### config.mk
export PLATFORM = sky130hd
export DESIGN_NAME = tx_start_gen
export DESIGN_NICKNAME = d
export VERILOG_FILES = /design/src/logic/tx_bit_pkg.sv /design/src/logic/tx_start_gen.sv
export SDC_FILE = /design/constraint.sdc
export NUM_CORES = 1
export LEC_CHECK = 0
export ABC_AREA = 0
export BUFFER_PORTS_ARGS = -buffer_cell sky130_fd_sc_hd__buf_2
export CAP_MARGIN = 20
export CORE_MARGIN = 5
export CORE_UTILIZATION = 40
export CTS_BUF_LIST = sky130_fd_sc_hd__clkbuf_4 sky130_fd_sc_hd__clkbuf_8 sky130_fd_sc_hd__clkbuf_16
export CTS_CLUSTER_DIAMETER = 80
export DETAILED_ROUTE_END_ITERATION = 12
export PLACE_DENSITY = 0.7
export SLEW_MARGIN = 20
export SYNTH_ARGS = -nofsm -noshare
export SYNTH_HDL_FRONTEND = slang
export SYNTH_SLANG_ARGS = --single-unit
### constraint.sdc
create_clock -name clk -period 1.2 [get_ports clk]
set_input_delay 0.06 -clock clk [delete_from_list [all_inputs] [get_ports clk]]
set_output_delay 0.06 -clock clk [all_outputs]
set_load 0.03 [all_outputs]
### src/logic/tx_bit_pkg.sv
// Shared widths, timing constants, FSM encoding and the queued config word for the TX bit path
package tx_bit_pkg;

    localparam int DATA_W         = 64;    // Stream and packet RAM word
    localparam int ADDR_W         = 10;    // Packet RAM address
    localparam int LEN_W          = 13;    // MPDU plus CRC length in words
    localparam int NUM_Q          = 4;
    localparam int QIDX_W         = 2;
    localparam int CFG_FIFO_DEPTH = 64;    // Entries per config queue
    localparam int CFG_PTR_W      = $clog2(CFG_FIFO_DEPTH);
    localparam int CLK_PER_US     = 10;    // Simulation clock rate
    localparam int CTS_FILL_WAIT  = 20 * CLK_PER_US;   // Let the IQ FIFO fill for 20 us
    localparam int SIFS_W         = 14;
    localparam int CTS_WORDS      = 4;
    localparam int START_STRETCH  = 6;     // Start pulse width in clocks
    localparam int TRY_DL         = 3;     // Try-complete holdoff stages

    // CTS signal field and frame control
    localparam logic [11:0] CTS_SIGNAL_LEN = 12'd14;
    localparam logic [1:0]  CTS_FC_TYPE    = 2'b01;    // Control frame
    localparam logic [3:0]  CTS_FC_SUBTYPE = 4'b1100;  // CTS

    typedef enum logic [2:0] {
        WAIT_TO_TRIG     = 3'd0,
        WAIT_CHANCE      = 3'd1,
        PREPARE_TX_FETCH = 3'd2,
        PREPARE_TX_JUDGE = 3'd3,
        DO_CTS_TOSELF    = 3'd4,
        WAIT_SIFS        = 3'd5,
        DO_TX            = 3'd6,
        WAIT_TX_COMP     = 3'd7
    } hi_state_t;

    // One queue entry, written as two software words, decoded as fields
    typedef union packed {
        struct packed {
            logic [31:0] cts_toself_config;
            logic [31:0] tx_config;
        } halves;
        struct packed {
            logic             use_cts_protect;        // Bit 63
            logic             use_cts_traffic_rate;
            logic [5:0]       spare_hi;
            logic [15:0]      cts_duration;           // NAV for the CTS
            logic [3:0]       cts_rate;
            logic [3:0]       rate;                   // Bits 35:32
            logic [1:0]       linux_prio;             // Bits 31:30
            logic [3:0]       spare_mid;
            logic [5:0]       bd_wr_idx;              // Bits 25:20
            logic [1:0]       spare_lo;
            logic [3:0]       retrans_limit;
            logic             need_ack;
            logic [LEN_W-1:0] len_mpdu_plus_crc;      // Bits 12:0
        } fields;
    } tx_cfg_u;

endpackage

### src/logic/tx_start_gen.sv
// PHY start pulse on the threshold word write, plus the try-complete holdoff for arbitration
`timescale 1ns/1ps

module tx_start_gen import tx_bit_pkg::*; (
    input  logic              clk,
    input  logic              rstn,
    input  logic              we,
    input  logic [ADDR_W-1:0] addr,
    input  logic [ADDR_W-1:0] num_dma_symbol_th,
    input  logic              auto_start_mode,
    input  logic              tx_try_complete,
    output logic              start,
    output logic              try_recent
);
    logic                     we_q;
    logic [ADDR_W-1:0]        addr_q;
    logic [START_STRETCH-1:0] stretch;   // Hit shifted along to widen it
    logic [TRY_DL-1:0]        try_dl;

    always_ff @(posedge clk) begin
        if (!rstn) begin
            we_q    <= 1'b0;
            addr_q  <= '0;
            stretch <= '0;
            try_dl  <= '0;
        end else begin
            we_q    <= we;
            addr_q  <= addr;
            stretch <= {stretch[START_STRETCH-2:0],
                        we_q && addr_q == num_dma_symbol_th && num_dma_symbol_th != '0};
            try_dl  <= {try_dl[TRY_DL-2:0], tx_try_complete};
        end
    end

    assign start      = auto_start_mode && (|stretch);
    assign try_recent = tx_try_complete || (|try_dl);   // Hold off the next trigger

endmodule

* Word-level counts from Yosys, hierarchy flattened
Cells that the tools add are included.
** Cells by class
- Eq/ne operators :: 1
- Reduce and logical (&&, ||, !) cells :: 7
** Operators with widths (number)
- $eq 10x10->1 :: 1
- $reduce_bool 10->1 :: 1
- $reduce_or 6->1 :: 1
- $logic_and 1x1->1 :: 3
- $reduce_or 3->1 :: 1
- $logic_or 1x1->1 :: 1
** Word-level totals
- Flip-flop bits (word level) :: 20
- Input port bits :: 25
- Output and inout port bits :: 2
- Logic and storage cells :: 12

* Longest topological paths before layout
- Depth after elaboration :: 3
- Mapped depth :: 3
- Depth with buffers taken out :: 3

* Least setup slack after synthesis
No wires, ideal clock.
- Kind :: reg2reg
- Start :: register addr_q[9]
- End :: register stretch[0]
- Library setup time :: 0.112 ns
- Data arrival time :: 1.248 ns
- Data required time :: 1.088 ns
- Path slack :: -0.160 ns
- Cell stages (with the launch flop) :: 4
- Path buffers :: 0
- Period minus slack after synthesis :: 1.360 ns
- Path through :: dfxtp_1 > xor2_1 > or4_1 > a2111oi_1
** On the way
- Longest elaborated chain between the ends :: 3
** Ends and longest elaborated chain
- start: declaration :: RTL line tx_start_gen.sv:16 : logic [ADDR_W-1:0] addr_q;
- start signal: assignment :: RTL line tx_start_gen.sv:28 : addr_q <= addr;
- $eq 10x10->1 :: RTL line tx_start_gen.sv:30 : we_q && addr_q == num_dma_symbol_th && num_dma_symbol_th != '0};
- $logic_and 1x1->1 (2 in series) :: RTL line tx_start_gen.sv:30
- end signal: assignment :: RTL line tx_start_gen.sv:29 : stretch <= {stretch[START_STRETCH-2:0],
- end: declaration :: RTL line tx_start_gen.sv:17 : logic [START_STRETCH-1:0] stretch;
Every way passes these cells.
A chain may end at the register's enable or synchronous reset.

* Final worst setup path
- Start :: register stretch[1]
- End :: output start
** On the way
- Longest elaborated chain between the ends :: 2
** Ends and longest elaborated chain
- $reduce_or 6->1 :: RTL line tx_start_gen.sv:35 : assign start = auto_start_mode && (|stretch);
- $logic_and 1x1->1 :: RTL line tx_start_gen.sv:35
- end: declaration :: RTL line tx_start_gen.sv:12 : output logic start,
Every way passes these cells.

==> impl_metrics.yaml <==
global_route:
  grt_overflow: 0
  grt_pass1_wl_um: 2250
  grt_max_degree: 20
  grt_pass1_vias: 565
  antenna_found_initial: 0
  grt_util_all_layers_pct: 11.1
pwr:
  switchingPower_mw: 0.254
  p_int_mw: 0.968
  ir_drop_mv: 0.685
  seqPwrFrac_pct: 57.1
  leakagePower_nw: 0.447
  swShare_pct: 20.8
  clkPwrFrac_pct: 30.9
  p_comb_share_pct: 12.0
  powerDensity_nw_per_um2: 1200
critical_path:
  start_kind: "flip-flop"
  endpoint_kind: "output port"
  r2r_start: "addr_q[5]$_SDFF_PN0_"
  cp.arrival_ns: 1.52
  rr_endpoint: "stretch[0]$_SDFF_PN0_"
  reg2reg_slack_ns: -0.09
  critical_path.max_fanout: 2
  reg2reg_depth: 3
  path_class: "flip-flop to output port"
  worstPathRequired_ns: 1.14
timing:
  fin_crit_sh_pct: 132
  fin_ws_ns: -0.384
  fin_skew_ns: 0.00727
  slew_headroom_pct: 75.3
  drv_slew: 0
  period_needed_ns: 1.58
  max_freq_mhz: 631
  finalHoldViolCount: 0
  rsz0062_at_grt: "yes"
  worst_pin_slew_ns: 0.368
  finalSetupViolations: 3
clock_network:
  cts_tree: "yes"
  clk_latency_ns: 0.29
  htree_levels: 1
  cts_root_buf: "clkbuf_4"
  cts_buffer_depth: 2
  clock_sink_count: 20
  cts_setup_buffers: 0
  numCtsBuffers: 3
  clkTransAtPathRegs_ns: 0.11
cells_and_area:
  diodes: 0
  area_growth_pct: 47.9
  layout-drive-gt1-share_pct: 33.0
  seqCellArea_um2: 402
  multiInputGateArea_um2: 290
  final_core_util_pct: 60.4
  nNetsFinal: 129
  fill_cells: 151
  finalInstanceArea_um2: 1020
min_path:
  holdPathStages: 4
  hold_class: "input port to flip-flop"
  hp-start: "num_dma_symbol_th[7]"
  min_to: "stretch[0]$_SDFF_PN0_"
run_status:
  status: "finished with violations"
  violations: "negative setup slack"
place:
  gp_congestion: 0.775
  io_buffers: 26
  place_area_um2: 841
job:
  drv_cap: 0
floorplanning:
  coreArea_um2: 1690
  initial_utilization_pct: 40.8
  fp-row-count: 15
  io_pins: 27
  die_area_um2: 2650
  die_w_um: 51.5
  die_y_um: 51.5
logic_synthesis:
  yosysTopAreaCellShare_pct: 58.1
  synthesis.area_um2: 689
  avgSynthCellArea_um2: 11.1
  synth.distinct_cells: 13
  synthTopCellsByArea: "dfxtp_1 58%, and2_1 17%, xnor2_1 8.9%"
  yosysSeqAreaShare_pct: 58.1
  synth_top_cell_by_area: "dfxtp_1"
  syn_nets: 87
  syn_inst: 62
  ys_ff_latch: 20
  yosysWarningCount: 0
route:
  drc: 0
  drtIter0Drc: 0
  drt-vias-per-instance: 4.60
  postRouteAntennaNets: 0
  first_pass_iters: 1
  routed_wl_um: 1280
  wl_per_cell_um: 10.7
  num_vias: 552
==> flip-flops by register name (all words and copies together) (netlist names) <==
| signal | flops |
|---|---|
| addr_q | 10 |
| stretch | 6 |
| try_dl | 3 |
| we_q | 1 |
==> cell usage in the layout (no fill, tap or decap), drive strengths merged <==
cell          n
dlygate4sd3  12
o31a          1
nor3          1
buf          27
nand3         1
clkbuf        4
a2111oi       1
xnor2         7
dfxtp        20
nand2         1
and2         19
xor2          3
or4           4
nand4         1
nor4          1
==> per-layer routing <==
layer | global-route usage (%) | wire length (µm) | up-vias | part of all wire (%)
li1 | - | - | 285 | -
met1 | 13.3 | 538 | 255 | 42
met2 | 19.3 | 677 | 10 | 53
met3 | 1.72 | 48 | 2 | 3.7
met4 | 5.24 | 17 | 0 | 1.3
met5 | 0 | 0 | - | 0
==> layout make-up <==
type,count,area share [%]
Timing Repair Buffer,39,26.5
Clock buffer,4,3.56
Sequential cell,20,39.4
Tap cell,17,2.09
Multi-Input combinational cell,40,28.5
==> cell usage after synthesis <==
library cell   n
or4_1          4
nand4_1        1
nand2_1        1
nand3_1        1
nor4_1         1
xnor2_1        7
dfxtp_1       20
clkbuf_1       2
and2_1        19
nor3_1         1
a2111oi_1      1
xor2_1         3
o31a_1         1
==> worst max-delay path, cell delays in order (launching register included) <==
cell,delay (ns)
dfxtp_1,0.32
or4_1,0.51
o31a_1,0.26
buf_6,0.14
==> cells by family (layout without fill, tap and decap cells) <==
logic type | after synthesis | in the layout | share of synthesized area [%]
xor+xnor | 10 | 10 | 12.7
flops | 20 | 20 | 58.1
compound gates | 2 | 2 | 2.72
buf+inv | 2 | 43 | 1.09
simple gates | 28 | 28 | 25.4
==> power groups by stage <==
stage	clock, mW	sequential [mW]	combinational (mW)
2_1_floorplan	0	0.710	0.0572
3_3_place_gp	0	0.712	0.110
3_5_place_dp	0	0.713	0.111
4_1_cts	0.397	0.698	0.148
5_1_grt	0.425	0.700	0.165
6_report	0.377	0.698	0.147
==> worst max-delay path by stage <==
stage | slack [ns] | from | endpoint | cells after the start
2_1_floorplan | -0.03 | addr_q[5]$_SDFF_PN0_ | stretch[0]$_SDFF_PN0_ | 3
3_3_place_gp | -0.06 | stretch[1]$_SDFF_PN0_ | start | 3
3_5_place_dp | -0.10 | addr_q[5]$_SDFF_PN0_ | stretch[0]$_SDFF_PN0_ | 3
4_1_cts | -0.40 | stretch[1]$_SDFF_PN0_ | start | 3
5_1_grt | -0.46 | stretch[1]$_SDFF_PN0_ | start | 3
6_report | -0.38 | stretch[1]$_SDFF_PN0_ | start | 3
==> per-stage QoR <==
step / power (mW) / std cells / hold slack (ns) / worst slack [ns] / setup TNS, ns
after floorplan: 0.767 / 62 / 0.182 / -0.0300 / -0.0300
after global placement: 0.822 / 104 / 0.266 / -0.0594 / -0.112
after detailed placement: 0.824 / 104 / 0.262 / -0.103 / -0.171
after CTS: 1.24 / 120 / 0.0746 / -0.399 / -0.627
after global routing: 1.29 / 120 / 0.0862 / -0.464 / -0.785
final: 1.22 / 120 / 0.0875 / -0.384 / -0.615
==> timing repair <==
action,CTS,global route
endpoints found under the hold margin,12,0
endpoints found under the setup margin,3,3
hold buffers,12,0
pin swaps,1,0
gates resized for setup,7,0
No activity file was read; power rests on OpenSTA's default activity.
