<file path="config.mk">
export PLATFORM = sky130hd
export DESIGN_NAME = tx_frame_writer_flat
export DESIGN_NICKNAME = d
export VERILOG_FILES = /design/src/logic/tx_bit_pkg.sv /design/src/logic/tx_bit_ifs.sv /design/src/logic/tx_frame_writer.sv /design/src/flat_wrapper.sv
export SDC_FILE = /design/constraint.sdc
export NUM_CORES = 1
export LEC_CHECK = 0
export BUFFER_PORTS_ARGS = -buffer_cell sky130_fd_sc_hd__buf_2
export CAP_MARGIN = 20
export CORE_AREA = 2 2 103 105
export CTS_BUF_LIST = sky130_fd_sc_hd__clkbuf_4
export DETAILED_ROUTE_END_ITERATION = 8
export DIE_AREA = 0 0 105 107
export PLACE_DENSITY = 0.81
export SLEW_MARGIN = 25
export SYNTH_ARGS = -nofsm -noshare
export SYNTH_HDL_FRONTEND = slang
export SYNTH_SLANG_ARGS = --single-unit
</file>
<file path="constraint.sdc">
create_clock -name clk -period 3.7 [get_ports clk]
set_clock_uncertainty 0.1 [all_clocks]
set_input_delay 1.11 -clock clk [delete_from_list [all_inputs] [get_ports clk]]
set_output_delay 1.11 -clock clk [all_outputs]
set_load 0.02 [all_outputs]
</file>
<file path="src/logic/tx_bit_pkg.sv">
// Shared widths, timing constants, FSM encoding and the queued config word for the TX bit path
package tx_bit_pkg;

    localparam int DATA_W         = 64;    // Stream and packet RAM word
    localparam int ADDR_W         = 10;    // Packet RAM address
    localparam int LEN_W          = 13;    // MPDU plus CRC length in words
    localparam int NUM_Q          = 4;
    localparam int QIDX_W         = 2;
    localparam int CFG_FIFO_DEPTH = 64;    // Entries per config queue
    localparam int CFG_PTR_W      = $clog2(CFG_FIFO_DEPTH);
    localparam int CLK_PER_US     = 10;    // Simulation clock rate
    localparam int CTS_FILL_WAIT  = 20 * CLK_PER_US;   // Let the IQ FIFO fill for 20 us
    localparam int SIFS_W         = 14;
    localparam int CTS_WORDS      = 4;
    localparam int START_STRETCH  = 6;     // Start pulse width in clocks
    localparam int TRY_DL         = 3;     // Try-complete holdoff stages

    // CTS signal field and frame control
    localparam logic [11:0] CTS_SIGNAL_LEN = 12'd14;
    localparam logic [1:0]  CTS_FC_TYPE    = 2'b01;    // Control frame
    localparam logic [3:0]  CTS_FC_SUBTYPE = 4'b1100;  // CTS

    typedef enum logic [2:0] {
        WAIT_TO_TRIG     = 3'd0,
        WAIT_CHANCE      = 3'd1,
        PREPARE_TX_FETCH = 3'd2,
        PREPARE_TX_JUDGE = 3'd3,
        DO_CTS_TOSELF    = 3'd4,
        WAIT_SIFS        = 3'd5,
        DO_TX            = 3'd6,
        WAIT_TX_COMP     = 3'd7
    } hi_state_t;

    // One queue entry, written as two software words, decoded as fields
    typedef union packed {
        struct packed {
            logic [31:0] cts_toself_config;
            logic [31:0] tx_config;
        } halves;
        struct packed {
            logic             use_cts_protect;        // Bit 63
            logic             use_cts_traffic_rate;
            logic [5:0]       spare_hi;
            logic [15:0]      cts_duration;           // NAV for the CTS
            logic [3:0]       cts_rate;
            logic [3:0]       rate;                   // Bits 35:32
            logic [1:0]       linux_prio;             // Bits 31:30
            logic [3:0]       spare_mid;
            logic [5:0]       bd_wr_idx;              // Bits 25:20
            logic [1:0]       spare_lo;
            logic [3:0]       retrans_limit;
            logic             need_ack;
            logic [LEN_W-1:0] len_mpdu_plus_crc;      // Bits 12:0
        } fields;
    } tx_cfg_u;

endpackage

</file>
<file path="src/logic/tx_bit_ifs.sv">


interface frame_wr_if import tx_bit_pkg::*; ();
    tx_cfg_u           cur_cfg;
    logic              cts_write;    // Kick off the four CTS words
    logic              data_start;   // Begin copying the stream
    logic [ADDR_W-1:0] wr_addr;      // Last address put on the RAM port

    modport ctl (
        output cur_cfg, cts_write, data_start,
        input  wr_addr
    );
    modport writer (
        input  cur_cfg, cts_write, data_start,
        output wr_addr
    );
endinterface

</file>
<file path="src/logic/tx_frame_writer.sv">
// Packet RAM writer: emits the CTS-to-self words, then copies the payload stream word by word
`timescale 1ns/1ps

module tx_frame_writer import tx_bit_pkg::*; (
    input  logic              clk,
    input  logic              rstn,
    frame_wr_if.writer        fw,
    input  logic [47:0]       mac_addr,
    input  logic [DATA_W-1:0] data_in,
    input  logic              emptyn,
    output logic              ask_data,
    output logic              we,
    output logic [ADDR_W-1:0] addr,
    output logic [DATA_W-1:0] din
);
    logic [3:0]        cts_rate;
    logic              parity;
    logic [1:0]        cts_idx;     // Next CTS word, wraps back to 0 after word 3
    logic [1:0]        cts_sel;
    logic              cts_busy;
    logic              cts_go;
    logic              take;        // Stream word accepted this cycle
    logic [LEN_W-1:0]  wcnt;
    logic [DATA_W-1:0] cts_word;

    assign cts_rate = fw.cur_cfg.fields.use_cts_traffic_rate ? fw.cur_cfg.fields.rate
                                                             : fw.cur_cfg.fields.cts_rate;
    assign parity   = ^{cts_rate, CTS_SIGNAL_LEN};   // Even parity over rate and length
    assign cts_sel  = cts_idx;
    assign cts_go   = fw.cts_write || cts_busy;
    assign take     = ask_data && emptyn;

    always_comb begin
        case (cts_sel)
            2'd0:    cts_word = {32'h0, 14'd0, parity, CTS_SIGNAL_LEN, 1'b0, cts_rate};  // SIGNAL
            2'd2:    cts_word = {mac_addr[31:0], fw.cur_cfg.fields.cts_duration, 8'd0,
                                 CTS_FC_SUBTYPE, CTS_FC_TYPE, 2'd0};   // FC, duration, RA low
            2'd3:    cts_word = {48'h0, mac_addr[47:32]};             // RA high
            default: cts_word = '0;
        endcase
    end

    always_ff @(posedge clk) begin
        if (!rstn) begin
            cts_busy <= 1'b0;
            cts_idx  <= '0;
            ask_data <= 1'b0;
            wcnt     <= '0;
            we       <= 1'b0;
            addr     <= '0;
        end else begin
            we <= cts_go || take;
            if (cts_go) begin
                addr     <= ADDR_W'(cts_sel);
                cts_idx  <= cts_sel + 2'd1;
                cts_busy <= cts_sel != 2'(CTS_WORDS - 1);
            end else if (take) begin
                addr <= wcnt[ADDR_W-1:0];
            end
            if (fw.data_start) begin
                ask_data <= 1'b1;
                wcnt     <= '0;
            end else if (take) begin
                wcnt <= wcnt + 1'b1;
                if (wcnt == fw.cur_cfg.fields.len_mpdu_plus_crc - 1'b1)
                    ask_data <= 1'b0;   // Last word taken
            end
        end
    end

    always_ff @(posedge clk) begin
        din <= cts_go ? cts_word : data_in;
    end

    assign fw.wr_addr = addr;

endmodule

</file>
<file path="src/flat_wrapper.sv">
// flat-port wrapper written by rule: the top's interface ports become plain ports
module tx_frame_writer_flat import tx_bit_pkg::*;
  (clk, rstn, mac_addr, data_in, emptyn, ask_data, we, addr, din, fw_cur_cfg, fw_cts_write, fw_data_start, fw_wr_addr);
  frame_wr_if fw_i ();
  input  logic clk;
  input  logic rstn;
  input  logic [47:0] mac_addr;
  input  logic [DATA_W-1:0] data_in;
  input  logic emptyn;
  output logic ask_data;
  output logic we;
  output logic [ADDR_W-1:0] addr;
  output logic [DATA_W-1:0] din;
  input wire logic [$bits(fw_i.cur_cfg)-1:0] fw_cur_cfg;
  input wire logic [$bits(fw_i.cts_write)-1:0] fw_cts_write;
  input wire logic [$bits(fw_i.data_start)-1:0] fw_data_start;
  output wire logic [$bits(fw_i.wr_addr)-1:0] fw_wr_addr;
  assign fw_i.cur_cfg = fw_cur_cfg;
  assign fw_i.cts_write = fw_cts_write;
  assign fw_i.data_start = fw_data_start;
  assign fw_wr_addr = fw_i.wr_addr;
  tx_frame_writer u_core (.clk(clk), .rstn(rstn), .fw(fw_i), .mac_addr(mac_addr), .data_in(data_in), .emptyn(emptyn), .ask_data(ask_data), .we(we), .addr(addr), .din(din));
endmodule
</file>
After elaboration in Yosys (flattened, before gate mapping):

Cells that the tools add are included.

* $add $sub $neg: 3
* multipliers: 0
* divide/modulo/power cells: 0
* magnitude comparators: 0
* equal/unequal tests: 4
* shifts and indexed selects: 0
* mux-type cells: 8
* bitwise logic cells: 1
* reductions and logical operators: 11

Operator list (count)
* 64-bit one-hot mux with 3 select lines: 1
* 64-bit 2-to-1 mux: 1
* 16-bit parity: 1
* 13-bit by 1-bit adder with 13-bit output, second input constant: 1
* 13-bit equality test: 1
* 13-bit by 1-bit subtractor with 13-bit output, second input constant: 1
* 2-bit nonzero test: 3
* 2-bit equality test, second input constant: 2
* 2-bit 2-to-1 mux: 2
* 4-bit 2-to-1 mux: 1
* 2-bit OR reduction: 2
* 1-bit 2-to-1 mux: 3
* 2-bit by 1-bit adder with 2-bit output, second input constant: 1
* 2-bit logical NOT: 1
* 1-bit logical OR: 2
* 2-bit inequality test, second input constant: 1
* 2-bit AND reduction: 1
* 1-bit logical AND: 1
* 1-bit inverter: 1

* flip-flop bits (word level): 92
* bits in latches: 0
* bits in writable memories: 0
* ROM bits: 0
* input bits: 181
* output and inout port bits: 86
* memories: 0

Depth between registers and ports, before layout:

* depth after elaboration: 5
* mapped depth: 8
* mapped depth without buffers: 8

Worst setup path after synthesis:

Ideal clock, no wire load.

* kind: in2reg
* start: in fw_cur_cfg[3]
* end: reg u_core.ask_data
* data arrival time: 2.961 ns
* required time: 3.473 ns
* slack: 0.512 ns
* stages: 7
* path buffers: 2
* cell sequence: buf_6 -> or4_4 -> buf_6 -> or3_4 -> a2111o_1 -> a311oi_2 -> a21oi_1

* word-level cells in the longest chain between the ends: 4

Ends and longest elaborated chain
* start, declared: RTL line flat_wrapper.sv:14 `input wire logic [$bits(fw_i.cur_cfg)-1:0] fw_cur_cfg;`
* 13-bit by 1-bit subtractor with 13-bit output: RTL line tx_frame_writer.sv:65 `if (wcnt == fw.cur_cfg.fields.len_mpdu_plus_crc - 1'b1)`
* 13-bit equality test: RTL line tx_frame_writer.sv:65
* 2-bit nonzero test (no line)
* 2-bit AND reduction (no line)
* end signal, assigned: RTL line tx_frame_writer.sv:47 `ask_data <= 1'b0;`
* end signal, assigned: RTL line tx_frame_writer.sv:61 `ask_data <= 1'b1;`
* end signal, assigned: RTL line tx_frame_writer.sv:66 `ask_data <= 1'b0;`
* end, declared: RTL line tx_frame_writer.sv:11 `output logic ask_data,`

No other way between the ends.
A chain may end at the register's enable or synchronous reset.

Worst setup path after layout:

Same ends and word-level chain as after synthesis.

==> flow_metrics.tcl <==
set metrics [dict create \
    grt_pass1_vias 3573 \
    p_seq_frac 0.520 \
    critPathTopFamily "simple AND/OR/NAND/NOR gates" \
    cp.required_ns 3.92 \
    yosys-top-cells-area "dfxtp_1 46%, nand2_1 13%, nand3_1 6.7%" \
    worst_slack_ns 0.913 \
    yosysWarnings 0 \
    pwr-share-clk 0.253 \
    antenna_found_initial 0 \
    fin_hold_ws_ns 0.382 \
    die_x_um 105 \
    cts_sinks 92 \
    finalCritPeriodShare 0.753 \
    finalSetupTns_ns 0 \
    yosys_most_used_dff "dfxtp_1" \
    grt.overflow.total 0 \
    io_buffers 240 \
    post_cts_resize_count 0 \
    power.share.combinational 0.227 \
    powerDensity_nw_per_um2 397 \
    crit_path_start "fw_cur_cfg[3]" \
    synth.yosys.seq_area_share 0.463 \
    ant_nets 0 \
    pre_cts_ws_ns 0.465 \
    cts_tree "done" \
    ir_drop_uv 167 \
    routed_wirelength_um 11700 \
    tightest_slew_ns 1.04 \
    critPathBufInv 1 \
    ys_ff_latch 92 \
    cts_made_buffers 9 \
    vias 4021 \
    syn_area_um2 3980 \
    post-dp-hpwl_um 8770 \
    netlist_instances 488 \
    criticalPathCategory "in -> reg" \
    cp.arrival_ns 3.01 \
    setup_viol 0 \
    cp_slowest_stage_delay_ns 0.59 \
    grt_max_degree 59 \
    syn_to_final_growth_pct 33.1 \
    drv_cap 0 \
    dr.first_iter.drc_count 264 \
    endpoint "u_core.ask_data" \
    synth_top_area_cell "dfxtp_1" \
    grtUsageTotal 0.195 \
    synth_top_area_frac 0.463 \
    clk_latency_ns 0.43 \
    hold_viol 0 \
    reg2reg_from "u_core.cts_idx[1]" \
    rsz0062_at_grt "no" \
    ff2ff_path_depth 5 \
    crit_fanout 8 \
    drive_gt1_frac 0.382 \
    p_int_mw 1.41 \
    utilization 0.525 \
    cp-start-kind "input port" \
    post-cts-setup-buffers 0 \
    start_util 0.394 \
    pin_count 267 \
    worstHoldStart "u_core.addr[9]" \
    fin_crit_ns 2.79 \
    gp_congestion 0.808 \
    path_clk_slew_ns 0.15 \
    end_kind "register" \
    worst_path_max_delay_cell "or4_4" \
    synth_cell_types 48 \
    syn-num-nets 675 \
    switching_share 0.331 \
    avgViaCountPerCell 4.78 \
    fmax_mhz 359 \
    relSlewSlack 0.304 \
    report.final.slew_viol_count 0 \
    postCtsHoldBufs 0 \
    r2r_end "u_core.din[7]" \
    hold_class "reg -> reg" \
    cts.htree.levels 3 \
    design.core.area_um2 10100 \
    clk_path_buf_depth 2 \
    switching_power_mw 0.698 \
    p_leak_nw 2.70 \
    die_y_um 107 \
    min_path_cells 2 \
    dieArea_um2 11200 \
    path_depth 6 \
    status "finished, final reports clean" \
    rows 37 \
    drt_pass1_iterations 4 \
    n_antenna_cell 0 \
    routedWlPerCell_um 13.9 \
    crit_chain "buf_2 -> or4_4 -> or3_4 -> a2111o_1 -> a311oi_2 -> a21oi_1" \
    root_buffer "clkbuf_4" \
    grt_pass1_wl_um 17600 \
    synth-edff-count 0 \
    rrSetupSlack_ns 1.66 \
    num-nets-final 887 \
    synthArstFlopShare 0 \
    drcViolationCount 0 \
    synth_area_per_cell_um2 8.16 \
]
-- worst reg2reg max path, stage by stage, from the launching register on --
cell	delay, ns
dfxtp_1	0.50
ha_2	0.92
nor2_1	0.14
nand2_1	0.10
a21oi_1	0.10
nor2_1	0.11
-- stage by stage --
step                cells  power [mW]  area [um2]
CTS                   841        2.13        5300
detailed placement    825        1.60        5160
finish                841        2.11        5300
global placement      825        1.58        5160
floorplan             488        1.39        3980
global route          841        2.22        5300
-- metal layers --
metal	part of all wire	wire (um)	up-vias	track usage
met3	0.063	735	18	0.0401
li1	-	-	2036	-
met2	0.49	5760	151	0.338
met4	0.018	215	0	0.0695
met5	0	0	-	0
met1	0.43	5010	1816	0.241
-- power by group through the flow --
stage          Clock, mW  Sequential (mW)  Combinational, mW
6_report           0.533             1.10              0.477
5_1_grt            0.593             1.10              0.521
4_1_cts            0.553             1.10              0.479
3_5_place_dp           0             1.12              0.477
3_3_place_gp           0             1.11              0.471
2_1_floorplan          0             1.21              0.179
-- area by class of cell --
type | count | area, um2
fill | 1019 | 4790
multi-input combinational | 348 | 1910
sequential | 92 | 1840
timing repair buffer | 242 | 1220
tap | 136 | 170
clock buffer | 9 | 67.6
clock inverter | 7 | 65.1
inverter | 7 | 26.3
-- how the worst min path moves through the flow --
| stage | endpoint | slack (ns) |
|---|---|---|
| after floorplan | u_core.addr[2] | 0.35 |
| after global placement | u_core.addr[9] | 0.36 |
| after detailed placement | u_core.addr[8] | 0.36 |
| final | u_core.addr[9] | 0.38 |
| after CTS | u_core.addr[9] | 0.39 |
| after global routing | u_core.addr[9] | 0.41 |
-- Yosys cell counts (2+ instances only) --
cell,n
a21oi_1,21
a22o_1,11
nor2_1,23
dfxtp_1,92
nor4_1,5
xor2_1,11
inv_1,7
nand3_1,53
o21ai_1,4
buf_4,11
o21ai_0,7
and3_1,3
buf_1,2
nand2b_1,5
o211ai_1,2
and2_1,3
nand2_1,136
or3_1,4
xnor2_1,16
a22oi_1,4
clkbuf_1,25
o211a_1,2
buf_6,2
ha_1,6
a21boi_1,2
mux2i_1,6
nor3_1,4
-- sequential cells by signal, indices dropped and copies added, names as in the netlist --
register / flops
u_core.din: 64
u_core.cts_idx: 2
u_core.wcnt: 13
u_core.ask_data: 1
u_core.we: 1
u_core.addr: 10
u_core.cts_busy: 1
-- cells in the final DEF (no fill, tap or decap), types with 5 or more instances in the layout --
| cell | Yosys | final |
|---|---|---|
| dfxtp_1 | 92 | 92 |
| nand3_1 | 53 | 53 |
| clkbuf_4 | 0 | 9 |
| ha_1 | 6 | 5 |
| a21oi_1 | 21 | 21 |
| mux2i_1 | 6 | 6 |
| nand2_1 | 136 | 136 |
| nand2b_1 | 5 | 5 |
| buf_2 | 1 | 240 |
| o21ai_0 | 7 | 7 |
| xnor2_1 | 16 | 16 |
| inv_1 | 7 | 7 |
| a22o_1 | 11 | 11 |
| nor2_1 | 23 | 22 |
| nor4_1 | 5 | 5 |
| xor2_1 | 11 | 11 |
-- cell families after synthesis --
group           Yosys count  share of synthesized area
mux                       6                     0.0151
compound gates           62                      0.107
fa+ha+maj                 6                     0.0189
xor+xnor                 27                     0.0594
buf+inv                  48                     0.0597
flops                    92                      0.463
simple gates            247                      0.277
(Power assumes the default switching activity.)
