$ cat src/logic/tx_bit_pkg.sv
// Shared widths, timing constants, FSM encoding and the queued config word for the TX bit path
package tx_bit_pkg;

    localparam int DATA_W         = 64;    // Stream and packet RAM word
    localparam int ADDR_W         = 10;    // Packet RAM address
    localparam int LEN_W          = 13;    // MPDU plus CRC length in words
    localparam int NUM_Q          = 4;
    localparam int QIDX_W         = 2;
    localparam int CFG_FIFO_DEPTH = 64;    // Entries per config queue
    localparam int CFG_PTR_W      = $clog2(CFG_FIFO_DEPTH);
    localparam int CLK_PER_US     = 10;    // Simulation clock rate
    localparam int CTS_FILL_WAIT  = 20 * CLK_PER_US;   // Let the IQ FIFO fill for 20 us
    localparam int SIFS_W         = 14;
    localparam int CTS_WORDS      = 4;
    localparam int START_STRETCH  = 6;     // Start pulse width in clocks
    localparam int TRY_DL         = 3;     // Try-complete holdoff stages

    // CTS signal field and frame control
    localparam logic [11:0] CTS_SIGNAL_LEN = 12'd14;
    localparam logic [1:0]  CTS_FC_TYPE    = 2'b01;    // Control frame
    localparam logic [3:0]  CTS_FC_SUBTYPE = 4'b1100;  // CTS

    typedef enum logic [2:0] {
        WAIT_TO_TRIG     = 3'd0,
        WAIT_CHANCE      = 3'd1,
        PREPARE_TX_FETCH = 3'd2,
        PREPARE_TX_JUDGE = 3'd3,
        DO_CTS_TOSELF    = 3'd4,
        WAIT_SIFS        = 3'd5,
        DO_TX            = 3'd6,
        WAIT_TX_COMP     = 3'd7
    } hi_state_t;

    // One queue entry, written as two software words, decoded as fields
    typedef union packed {
        struct packed {
            logic [31:0] cts_toself_config;
            logic [31:0] tx_config;
        } halves;
        struct packed {
            logic             use_cts_protect;        // Bit 63
            logic             use_cts_traffic_rate;
            logic [5:0]       spare_hi;
            logic [15:0]      cts_duration;           // NAV for the CTS
            logic [3:0]       cts_rate;
            logic [3:0]       rate;                   // Bits 35:32
            logic [1:0]       linux_prio;             // Bits 31:30
            logic [3:0]       spare_mid;
            logic [5:0]       bd_wr_idx;              // Bits 25:20
            logic [1:0]       spare_lo;
            logic [3:0]       retrans_limit;
            logic             need_ack;
            logic [LEN_W-1:0] len_mpdu_plus_crc;      // Bits 12:0
        } fields;
    } tx_cfg_u;

endpackage

$ cat src/logic/tx_bit_ifs.sv
// Internal links of the TX bit path: controller to config queues and controller to frame writer
`timescale 1ns/1ps

interface cfg_q_if import tx_bit_pkg::*; ();
    logic [QIDX_W-1:0] rd_sel;     // Queue being served
    logic              rd_en;      // Pops head of rd_sel
    logic [NUM_Q-1:0]  empty;
    tx_cfg_u           rd_data;    // FWFT head of rd_sel

    modport ctl (
        output rd_sel, rd_en,
        input  empty, rd_data
    );
    modport queues (
        input  rd_sel, rd_en,
        output empty, rd_data
    );
endinterface

interface frame_wr_if import tx_bit_pkg::*; ();
    tx_cfg_u           cur_cfg;
    logic              cts_write;    // Kick off the four CTS words
    logic              data_start;   // Begin copying the stream
    logic [ADDR_W-1:0] wr_addr;      // Last address put on the RAM port

    modport ctl (
        output cur_cfg, cts_write, data_start,
        input  wr_addr
    );
    modport writer (
        input  cur_cfg, cts_write, data_start,
        output wr_addr
    );
endinterface

$ cat src/logic/tx_high_ctl.sv
// TX controller FSM: queue arbitration, config fetch, CTS-to-self waits and the data phase
`timescale 1ns/1ps

module tx_high_ctl import tx_bit_pkg::*; (
    input  logic              clk,
    input  logic              rstn,
    cfg_q_if.ctl              q,
    frame_wr_if.ctl           fw,
    input  logic [NUM_Q-1:0]  high_tx_allowed,
    input  logic              tx_bb_is_ongoing,
    input  logic              ctl_idle,
    input  logic              try_recent,
    input  logic              tx_iq_fifo_empty,
    input  logic [SIFS_W-1:0] sifs_wait,
    input  logic              tx_end_from_acc,
    input  logic              tx_try_complete,
    output logic [QIDX_W-1:0] tx_queue_idx,
    output logic              high_trigger,
    output logic              cts_bb_ongoing,
    output logic              cts_rf_ongoing,
    output logic              need_ack,
    output logic [3:0]        retrans_limit,
    output logic [5:0]        bd_wr_idx,
    output logic [1:0]        linux_prio
);
    hi_state_t         state;
    tx_cfg_u           cur_cfg;
    logic [SIFS_W-1:0] wait_cnt;    // Shared by IQ-fill and SIFS waits
    logic [QIDX_W-1:0] pick;
    logic              can_trig;
    logic              fill_done;
    logic              sifs_done;

    // Lowest non-empty queue wins
    always_comb begin
        pick = '0;
        for (int i = NUM_Q - 1; i >= 0; i--) begin
            if (!q.empty[i])
                pick = QIDX_W'(i);
        end
    end

    assign can_trig  = (q.empty != '1) && !tx_bb_is_ongoing && ctl_idle && !try_recent;
    assign fill_done = wait_cnt == SIFS_W'(CTS_FILL_WAIT);
    assign sifs_done = wait_cnt == sifs_wait;

    assign q.rd_sel  = tx_queue_idx;
    assign q.rd_en   = state == PREPARE_TX_FETCH;   // Head is latched the same cycle
    assign fw.cur_cfg    = cur_cfg;
    assign fw.cts_write  = state == PREPARE_TX_JUDGE && cur_cfg.fields.use_cts_protect;
    assign fw.data_start = (state == PREPARE_TX_JUDGE && !cur_cfg.fields.use_cts_protect) ||
                           (state == WAIT_SIFS && sifs_done);
    assign need_ack      = cur_cfg.fields.need_ack;
    assign retrans_limit = cur_cfg.fields.retrans_limit;

    always_ff @(posedge clk) begin
        if (!rstn) begin
            state          <= WAIT_TO_TRIG;
            cur_cfg        <= '0;
            tx_queue_idx   <= '0;
            wait_cnt       <= '0;
            high_trigger   <= 1'b0;
            cts_bb_ongoing <= 1'b0;
            cts_rf_ongoing <= 1'b0;
        end else begin
            high_trigger <= 1'b0;
            // Air busy once word 3 is out and until the IQ FIFO drains
            cts_bb_ongoing <= state == DO_CTS_TOSELF && !tx_iq_fifo_empty &&
                              fw.wr_addr == ADDR_W'(CTS_WORDS - 1);
            case (state)
                WAIT_TO_TRIG: begin
                    wait_cnt       <= '0;
                    cts_rf_ongoing <= 1'b0;
                    if (can_trig) begin
                        tx_queue_idx <= pick;
                        high_trigger <= 1'b1;
                        state        <= WAIT_CHANCE;
                    end
                end
                WAIT_CHANCE: begin
                    if (high_tx_allowed[tx_queue_idx])   // Backoff done for this queue
                        state <= PREPARE_TX_FETCH;
                end
                PREPARE_TX_FETCH: begin
                    cur_cfg <= q.rd_data;
                    state   <= PREPARE_TX_JUDGE;
                end
                PREPARE_TX_JUDGE: begin
                    wait_cnt <= '0;
                    state    <= cur_cfg.fields.use_cts_protect ? DO_CTS_TOSELF : DO_TX;
                end
                DO_CTS_TOSELF: begin
                    if (!fill_done) begin
                        wait_cnt <= wait_cnt + 1'b1;
                    end else begin
                        cts_rf_ongoing <= 1'b1;
                        if (tx_iq_fifo_empty) begin   // CTS fully sent
                            wait_cnt <= '0;
                            state    <= WAIT_SIFS;
                        end
                    end
                end
                WAIT_SIFS: begin
                    wait_cnt <= wait_cnt + 1'b1;
                    if (sifs_done)
                        state <= DO_TX;
                end
                DO_TX: begin
                    if (tx_end_from_acc) begin
                        cts_rf_ongoing <= 1'b0;
                        state          <= WAIT_TO_TRIG;
                    end
                end
            endcase
        end
    end

    // Report which buffer and priority the attempt belonged to
    always_ff @(posedge clk) begin
        if (!rstn) begin
            bd_wr_idx  <= '0;
            linux_prio <= '0;
        end else if (tx_try_complete) begin
            bd_wr_idx  <= cur_cfg.fields.bd_wr_idx;
            linux_prio <= cur_cfg.fields.linux_prio;
        end
    end

endmodule

$ cat src/flat_wrapper.sv
// flat-port wrapper written by rule: the top's interface ports become plain ports
module tx_high_ctl_flat import tx_bit_pkg::*;
  (clk, rstn, high_tx_allowed, tx_bb_is_ongoing, ctl_idle, try_recent, tx_iq_fifo_empty, sifs_wait, tx_end_from_acc, tx_try_complete, tx_queue_idx, high_trigger, cts_bb_ongoing, cts_rf_ongoing, need_ack, retrans_limit, bd_wr_idx, linux_prio, q_rd_sel, q_rd_en, q_empty, q_rd_data, fw_cur_cfg, fw_cts_write, fw_data_start, fw_wr_addr);
  cfg_q_if q_i ();
  frame_wr_if fw_i ();
  input  logic clk;
  input  logic rstn;
  input  logic [NUM_Q-1:0] high_tx_allowed;
  input  logic tx_bb_is_ongoing;
  input  logic ctl_idle;
  input  logic try_recent;
  input  logic tx_iq_fifo_empty;
  input  logic [SIFS_W-1:0] sifs_wait;
  input  logic tx_end_from_acc;
  input  logic tx_try_complete;
  output logic [QIDX_W-1:0] tx_queue_idx;
  output logic high_trigger;
  output logic cts_bb_ongoing;
  output logic cts_rf_ongoing;
  output logic need_ack;
  output logic [3:0] retrans_limit;
  output logic [5:0] bd_wr_idx;
  output logic [1:0] linux_prio;
  output wire logic [$bits(q_i.rd_sel)-1:0] q_rd_sel;
  output wire logic [$bits(q_i.rd_en)-1:0] q_rd_en;
  input wire logic [$bits(q_i.empty)-1:0] q_empty;
  input wire logic [$bits(q_i.rd_data)-1:0] q_rd_data;
  output wire logic [$bits(fw_i.cur_cfg)-1:0] fw_cur_cfg;
  output wire logic [$bits(fw_i.cts_write)-1:0] fw_cts_write;
  output wire logic [$bits(fw_i.data_start)-1:0] fw_data_start;
  input wire logic [$bits(fw_i.wr_addr)-1:0] fw_wr_addr;
  assign q_rd_sel = q_i.rd_sel;
  assign q_rd_en = q_i.rd_en;
  assign q_i.empty = q_empty;
  assign q_i.rd_data = q_rd_data;
  assign fw_cur_cfg = fw_i.cur_cfg;
  assign fw_cts_write = fw_i.cts_write;
  assign fw_data_start = fw_i.data_start;
  assign fw_i.wr_addr = fw_wr_addr;
  tx_high_ctl u_core (.clk(clk), .rstn(rstn), .q(q_i), .fw(fw_i), .high_tx_allowed(high_tx_allowed), .tx_bb_is_ongoing(tx_bb_is_ongoing), .ctl_idle(ctl_idle), .try_recent(try_recent), .tx_iq_fifo_empty(tx_iq_fifo_empty), .sifs_wait(sifs_wait), .tx_end_from_acc(tx_end_from_acc), .tx_try_complete(tx_try_complete), .tx_queue_idx(tx_queue_idx), .high_trigger(high_trigger), .cts_bb_ongoing(cts_bb_ongoing), .cts_rf_ongoing(cts_rf_ongoing), .need_ack(need_ack), .retrans_limit(retrans_limit), .bd_wr_idx(bd_wr_idx), .linux_prio(linux_prio));
endmodule
$ cat config.mk
export PLATFORM = sky130hd
export DESIGN_NAME = tx_high_ctl_flat
export DESIGN_NICKNAME = d
export VERILOG_FILES = /design/src/logic/tx_bit_pkg.sv /design/src/logic/tx_bit_ifs.sv /design/src/logic/tx_high_ctl.sv /design/src/flat_wrapper.sv
export SDC_FILE = /design/constraint.sdc
export NUM_CORES = 1
export LEC_CHECK = 0
export BUFFER_PORTS_ARGS = -buffer_cell sky130_fd_sc_hd__buf_2
export CAP_MARGIN = 10
export CORE_ASPECT_RATIO = 1.5
export CORE_MARGIN = 5
export CORE_UTILIZATION = 30
export DETAILED_ROUTE_END_ITERATION = 16
export PLACE_DENSITY = 0.55
export SETUP_SLACK_MARGIN = 0.4
export SLEW_MARGIN = 20
export SYNTH_ARGS = -nofsm -noshare
export SYNTH_HDL_FRONTEND = slang
export SYNTH_SLANG_ARGS = --single-unit
$ cat constraint.sdc
create_clock -name clk -period 4.1 [get_ports clk]
set_clock_uncertainty 0.15 [all_clocks]
set_input_delay 1.23 -clock clk [delete_from_list [all_inputs] [get_ports clk]]
set_output_delay 1.23 -clock clk [all_outputs]
set_load 0.05 [all_outputs]
-- Word-level counts from Yosys, hierarchy flattened
Index checks and enable logic that the tools add are counted.
- bits in registers: 94
- output and inout port bits: 87
- input port bits: 104
- logic and storage cells: 72
- $lt $le $gt $ge: 1
- $add $sub $neg: 1
- reduce and logical (&&, ||, !) cells: 23
- eq/ne operators: 17
- multiplexer cells: 21
- operators with widths (kind ; count):
    14-bit one-hot mux with 3 select lines ; 1
    14-bit two-way mux ; 2
    3-bit one-hot mux with 7 select lines ; 1
    3-bit two-way mux ; 6
    14-bit by 1-bit adder with 14-bit output (second input constant) ; 1
    14-bit equality test ; 1
    14-bit by 8-bit equality test with 1-bit output (second input constant) ; 1
    10-bit by 2-bit equality test with 1-bit output (second input constant) ; 1
    2-bit two-way mux ; 5
    3-bit equality test (second input constant) ; 3
    1-bit logical AND ; 8
    2-bit by 1-bit inequality test with 1-bit output (second input constant) ; 4
    7-bit AND reduction ; 1
    7-bit nonzero test ; 1
    3-bit by 2-bit equality test with 1-bit output (second input constant) ; 2
    2-bit AND reduction ; 3
    3-bit nonzero test ; 2
    1-bit logical NOT ; 4
    1-bit two-way mux ; 4
    2-bit inequality test (second input constant) ; 2
    4-bit inequality test (second input constant) ; 1
    3-bit by 1-bit equality test with 1-bit output (second input constant) ; 1
    3-bit logical NOT ; 1
    2-bit by 3-bit < comparator with 1-bit output (second input constant) ; 1
    6 further kinds ; 6

-- Depth between registers and ports, before layout
- depth after elaboration: 6
- gate-level depth with buffers: 8
- depth with buffers taken out: 7

-- Worst setup path before layout
OpenSTA, ideal clock, no wires.
- kind: input port to output port
- start: input sifs_wait[6]
- end: output fw_data_start
- cell stages on the path: 5
- slack: 507 ps
- required time: 2720 ps
- arrival time: 2213 ps
- path buffers: 0
- path through: xor2_1 nor4_1 nand4_1 nor2_1 a31o_2
- longest elaborated chain between the ends: 3
- ends and longest elaborated chain (item ; RTL line ; RTL):
    start, declared ; flat_wrapper.sv:13 ; input logic [SIFS_W-1:0] sifs_wait;
    14-bit equality test ; tx_high_ctl.sv:45 ; assign sifs_done = wait_cnt == sifs_wait;
    1-bit logical AND ; tx_high_ctl.sv:52 ; (state == WAIT_SIFS && sifs_done);
    1-bit logical OR ; tx_high_ctl.sv:51 ; assign fw.data_start = (state == PREPARE_TX_JUDGE && !cur_cfg.fields.use_cts_protect) ||
    end, declared ; flat_wrapper.sv:30 ; output wire logic [$bits(fw_i.data_start)-1:0] fw_data_start;
No other way between the ends.

-- Worst setup path in the final report
- start: input sifs_wait[11]
- end: output fw_data_start
Same word-level chain as after synthesis.

==> metrics.cfg <==
[run_status]
outcome=complete, no violations

[finish]
multiInputGateArea_um2=1830
fin_nets=758
final-seq-area_um2=1880
n_antenna_cell=0
num-fill-cells=1344
drive_above_1_share=0.344
post-route-util=0.407
area_growth_pct=34.3

[critical_path]
crit_slowest_cell=nor4_2
worst-path-buf-inv=2
critical_path_arrival_ns=2.50
max_stage_delay_ns=0.30
path_max_fanout=2
path_cells=buf_2 > xor2_1 > nor4_2 > nand4_1 > nor2_2 > a31o_2 > buf_8
crit_path_end_kind=primary output
crit_family=simple AND/OR/NAND/NOR gates
start_kind=input pin
worstPathRequired_ns=2.72
critPathKind=in -> out

[timing]
slew_headroom=0.452
fin_setup_tns_ns=0
drv_slew=0
rsz0062_at_grt=yes
fin_crit_ns=3.88
fmax_mhz=258
setup_viol=0
worst_slew_pin_slew_ns=0.820
finalCritPeriodShare=0.947
hold_viol=0
fin_hold_ws_ns=0.303

[synth]
yosys_register_bits=94
synth_compound_area_frac=0.130
synthSimpleGateAreaFrac=0.234
ys_warn_count=0
synth_nets=587
yosysSeqAreaShare=0.484
synth_cells=480
netlist_area_um2=3890
syn-mean-instance-area_um2=8.10
synth.distinct_cells=39
synthFlopType=dfxtp_1
synth_edf_count=0
synth_adder_area_share=0.00965
async_flop_share=0
synth_top_family_by_area=simple AND/OR/NAND/NOR gates
yosys-mux-area-fraction=0.0289
synth_xor_area_frac=0.0611

[power]
intPower_mw=1.46
power.switching_mw=0.587
power.density_nw_per_um2=391
p_comb_frac=0.150
p_clk_frac=0.379
leakage_nw=2.32
p_sw_frac=0.288
irDropWorstVdd_v=0.000166
seq_power_share=0.472

[cts]
cts_buffers=9
cts.path.max_buffers=2
htree_levels=3
ctsHoldBuffers=0
cts-root-buf=clkbuf_16
cts_tree=yes
clk_latency_ns=0.34
path_clk_slew_ns=0.07
cts.sinks=94

[routing]
drt-wirelength-per-cell_um=14.4
vias=3832
ant_nets=0
routed_wl_mm=11.7
viasPerCell=4.71
drt_iter0_drc=128
drt-pass1-iter-count=4
route.detailed.drc=0

[die]
die_h_um=149
fp-row-count=51
core_area_um2=12800
dieArea_um2=15400
initial_core_util=0.303
io_pins=191
die_width_um=103

[global_route]
grt_max_degree=65
overflow=0
antenna_found_initial=1
grtUsageTotal=0.152
grt_pass1_wl_mm=18.6
grt_pass1_vias=3808

[placement]
portBuffers=190
gp_congestion=0.781
dp_hpwl_mm=8.68

[min_path]
worst_hold_path_type=reg -> reg

[flow_run]
max-cap-violations=0

[per-stage QoR]
step / total power [mW] / instance area (µm²) / cells / setup WS, ns
5_1_grt: 2.14 / 5220 / 814 / 0.170
6_report: 2.04 / 5220 / 814 / 0.217
2_1_floorplan: 1.19 / 3890 / 480 / 0.507
3_3_place_gp: 1.29 / 4890 / 797 / 0.108
4_1_cts: 2.08 / 5190 / 813 / 0.218
3_5_place_dp: 1.29 / 4890 / 797 / 0.0436
[tightest hold or removal path: stages, from the launching register on]
cell and delay [ns]:
dfxtp_1 0.31, nand2_1 0.05, a21oi_1 0.05
[final timing paths]
| kind | slack (ns) | start | cells after the start | to |
|---|---|---|---|---|
| worst max-delay path | 0.22 | sifs_wait[11] | 7 | fw_data_start |
| worst min-delay path | 0.30 | u_core.fw.cur_cfg[1]$_SDFFE_PN0P_ | 2 | u_core.fw.cur_cfg[1]$_SDFFE_PN0P_ |
| worst max register to register | 1.72 | u_core.state[1]$_SDFFE_PN0P_ | 5 | u_core.fw.cur_cfg[46]$_SDFFE_PN0P_ |
| worst min register to register | 0.30 | u_core.fw.cur_cfg[1]$_SDFFE_PN0P_ | 2 | u_core.fw.cur_cfg[1]$_SDFFE_PN0P_ |
[synth_stat cells (3+ instances only)]
cell        n  area [µm²]
nand4_1    11        68.8
nor2_1     29         109
xor2_1     22         193
o21ai_0     5        25.0
nand2_1   140         526
and2_1      3        18.8
ha_1        3        37.5
inv_1       8        30.0
mux2i_1     9        90.1
buf_2      10        50.1
dfxtp_1    94        1880
or4_1       3        22.5
nor3_1      4        20.0
buf_4       7        52.6
nor4_1      6        37.5
a21oi_1    72         360
clkbuf_1   18        67.6
nand3_1     7        35.0
[flip-flops by register name (all words and copies together), names as in the netlist]
| signal | count |
|---|---|
| u_core.bd_wr_idx | 6 |
| u_core.cts_bb_ongoing | 1 |
| u_core.cts_rf_ongoing | 1 |
| u_core.fw.cur_cfg | 64 |
| u_core.high_trigger | 1 |
| u_core.linux_prio | 2 |
| u_core.q.rd_sel | 2 |
| u_core.state | 3 |
| u_core.wait_cnt | 14 |
[layout by cell type (no fill, tap or decap), types with 3 or more instances in the layout]
master | Yosys | final
xor2_1 | 22 | 21
nor4_1 | 6 | 3
nor4_2 | 0 | 3
inv_6 | 0 | 3
buf_2 | 10 | 188
and2_1 | 3 | 3
inv_1 | 8 | 7
nor2_1 | 29 | 28
clkbuf_16 | 0 | 9
or4_1 | 3 | 3
ha_1 | 3 | 3
mux2i_1 | 9 | 9
dfxtp_1 | 94 | 94
nand2_1 | 140 | 140
nor3_1 | 4 | 4
nand4_1 | 11 | 11
o21ai_0 | 5 | 5
buf_4 | 7 | 5
a21oi_1 | 72 | 72
nand3_1 | 7 | 7
[routing by layer]
metal	part of all wire	track usage	wire, µm	vias to the layer above
met1	0.38	0.172	4480	1741
met4	0.025	0.0661	292	2
met2	0.51	0.263	5960	132
li1	-	-	-	1933
met3	0.081	0.0434	952	24
met5	0.0011	0	13	-
[cells by family after synthesis]
logic type	after synthesis
buffers and inverters	44
AOI/OAI and AO/OA	91
DFF	94
and+or+nand+nor	213
muxes	10
xor gates and xnor gates	25
adders and majority gates	3
[power by group through the flow]
stage	Sequential, mW	Clock, mW	Combinational [mW]
final	0.964	0.773	0.306
after global placement	0.983	0	0.303
after detailed placement	0.984	0	0.307
after global routing	0.968	0.839	0.332
after floorplan	1.05	0	0.136
after CTS	0.963	0.805	0.309
[cell type report]
| cell class | count | share of cell area |
|---|---|---|
| clock buffer | 10 | 0.0438 |
| clock inverter | 5 | 0.00814 |
| inverter | 9 | 0.00647 |
| multi-input combinational | 342 | 0.351 |
| sequential | 94 | 0.360 |
| tap | 159 | 0.0381 |
| timing repair buffer | 195 | 0.192 |
[repair_timing]
item	4_1_cts	5_1_grt
pin swaps	2	5
setup endpoints to repair	1	1
resized for setup	5	4
buffers inserted	1	1
Note: power is estimated with default switching activity, not from simulation.
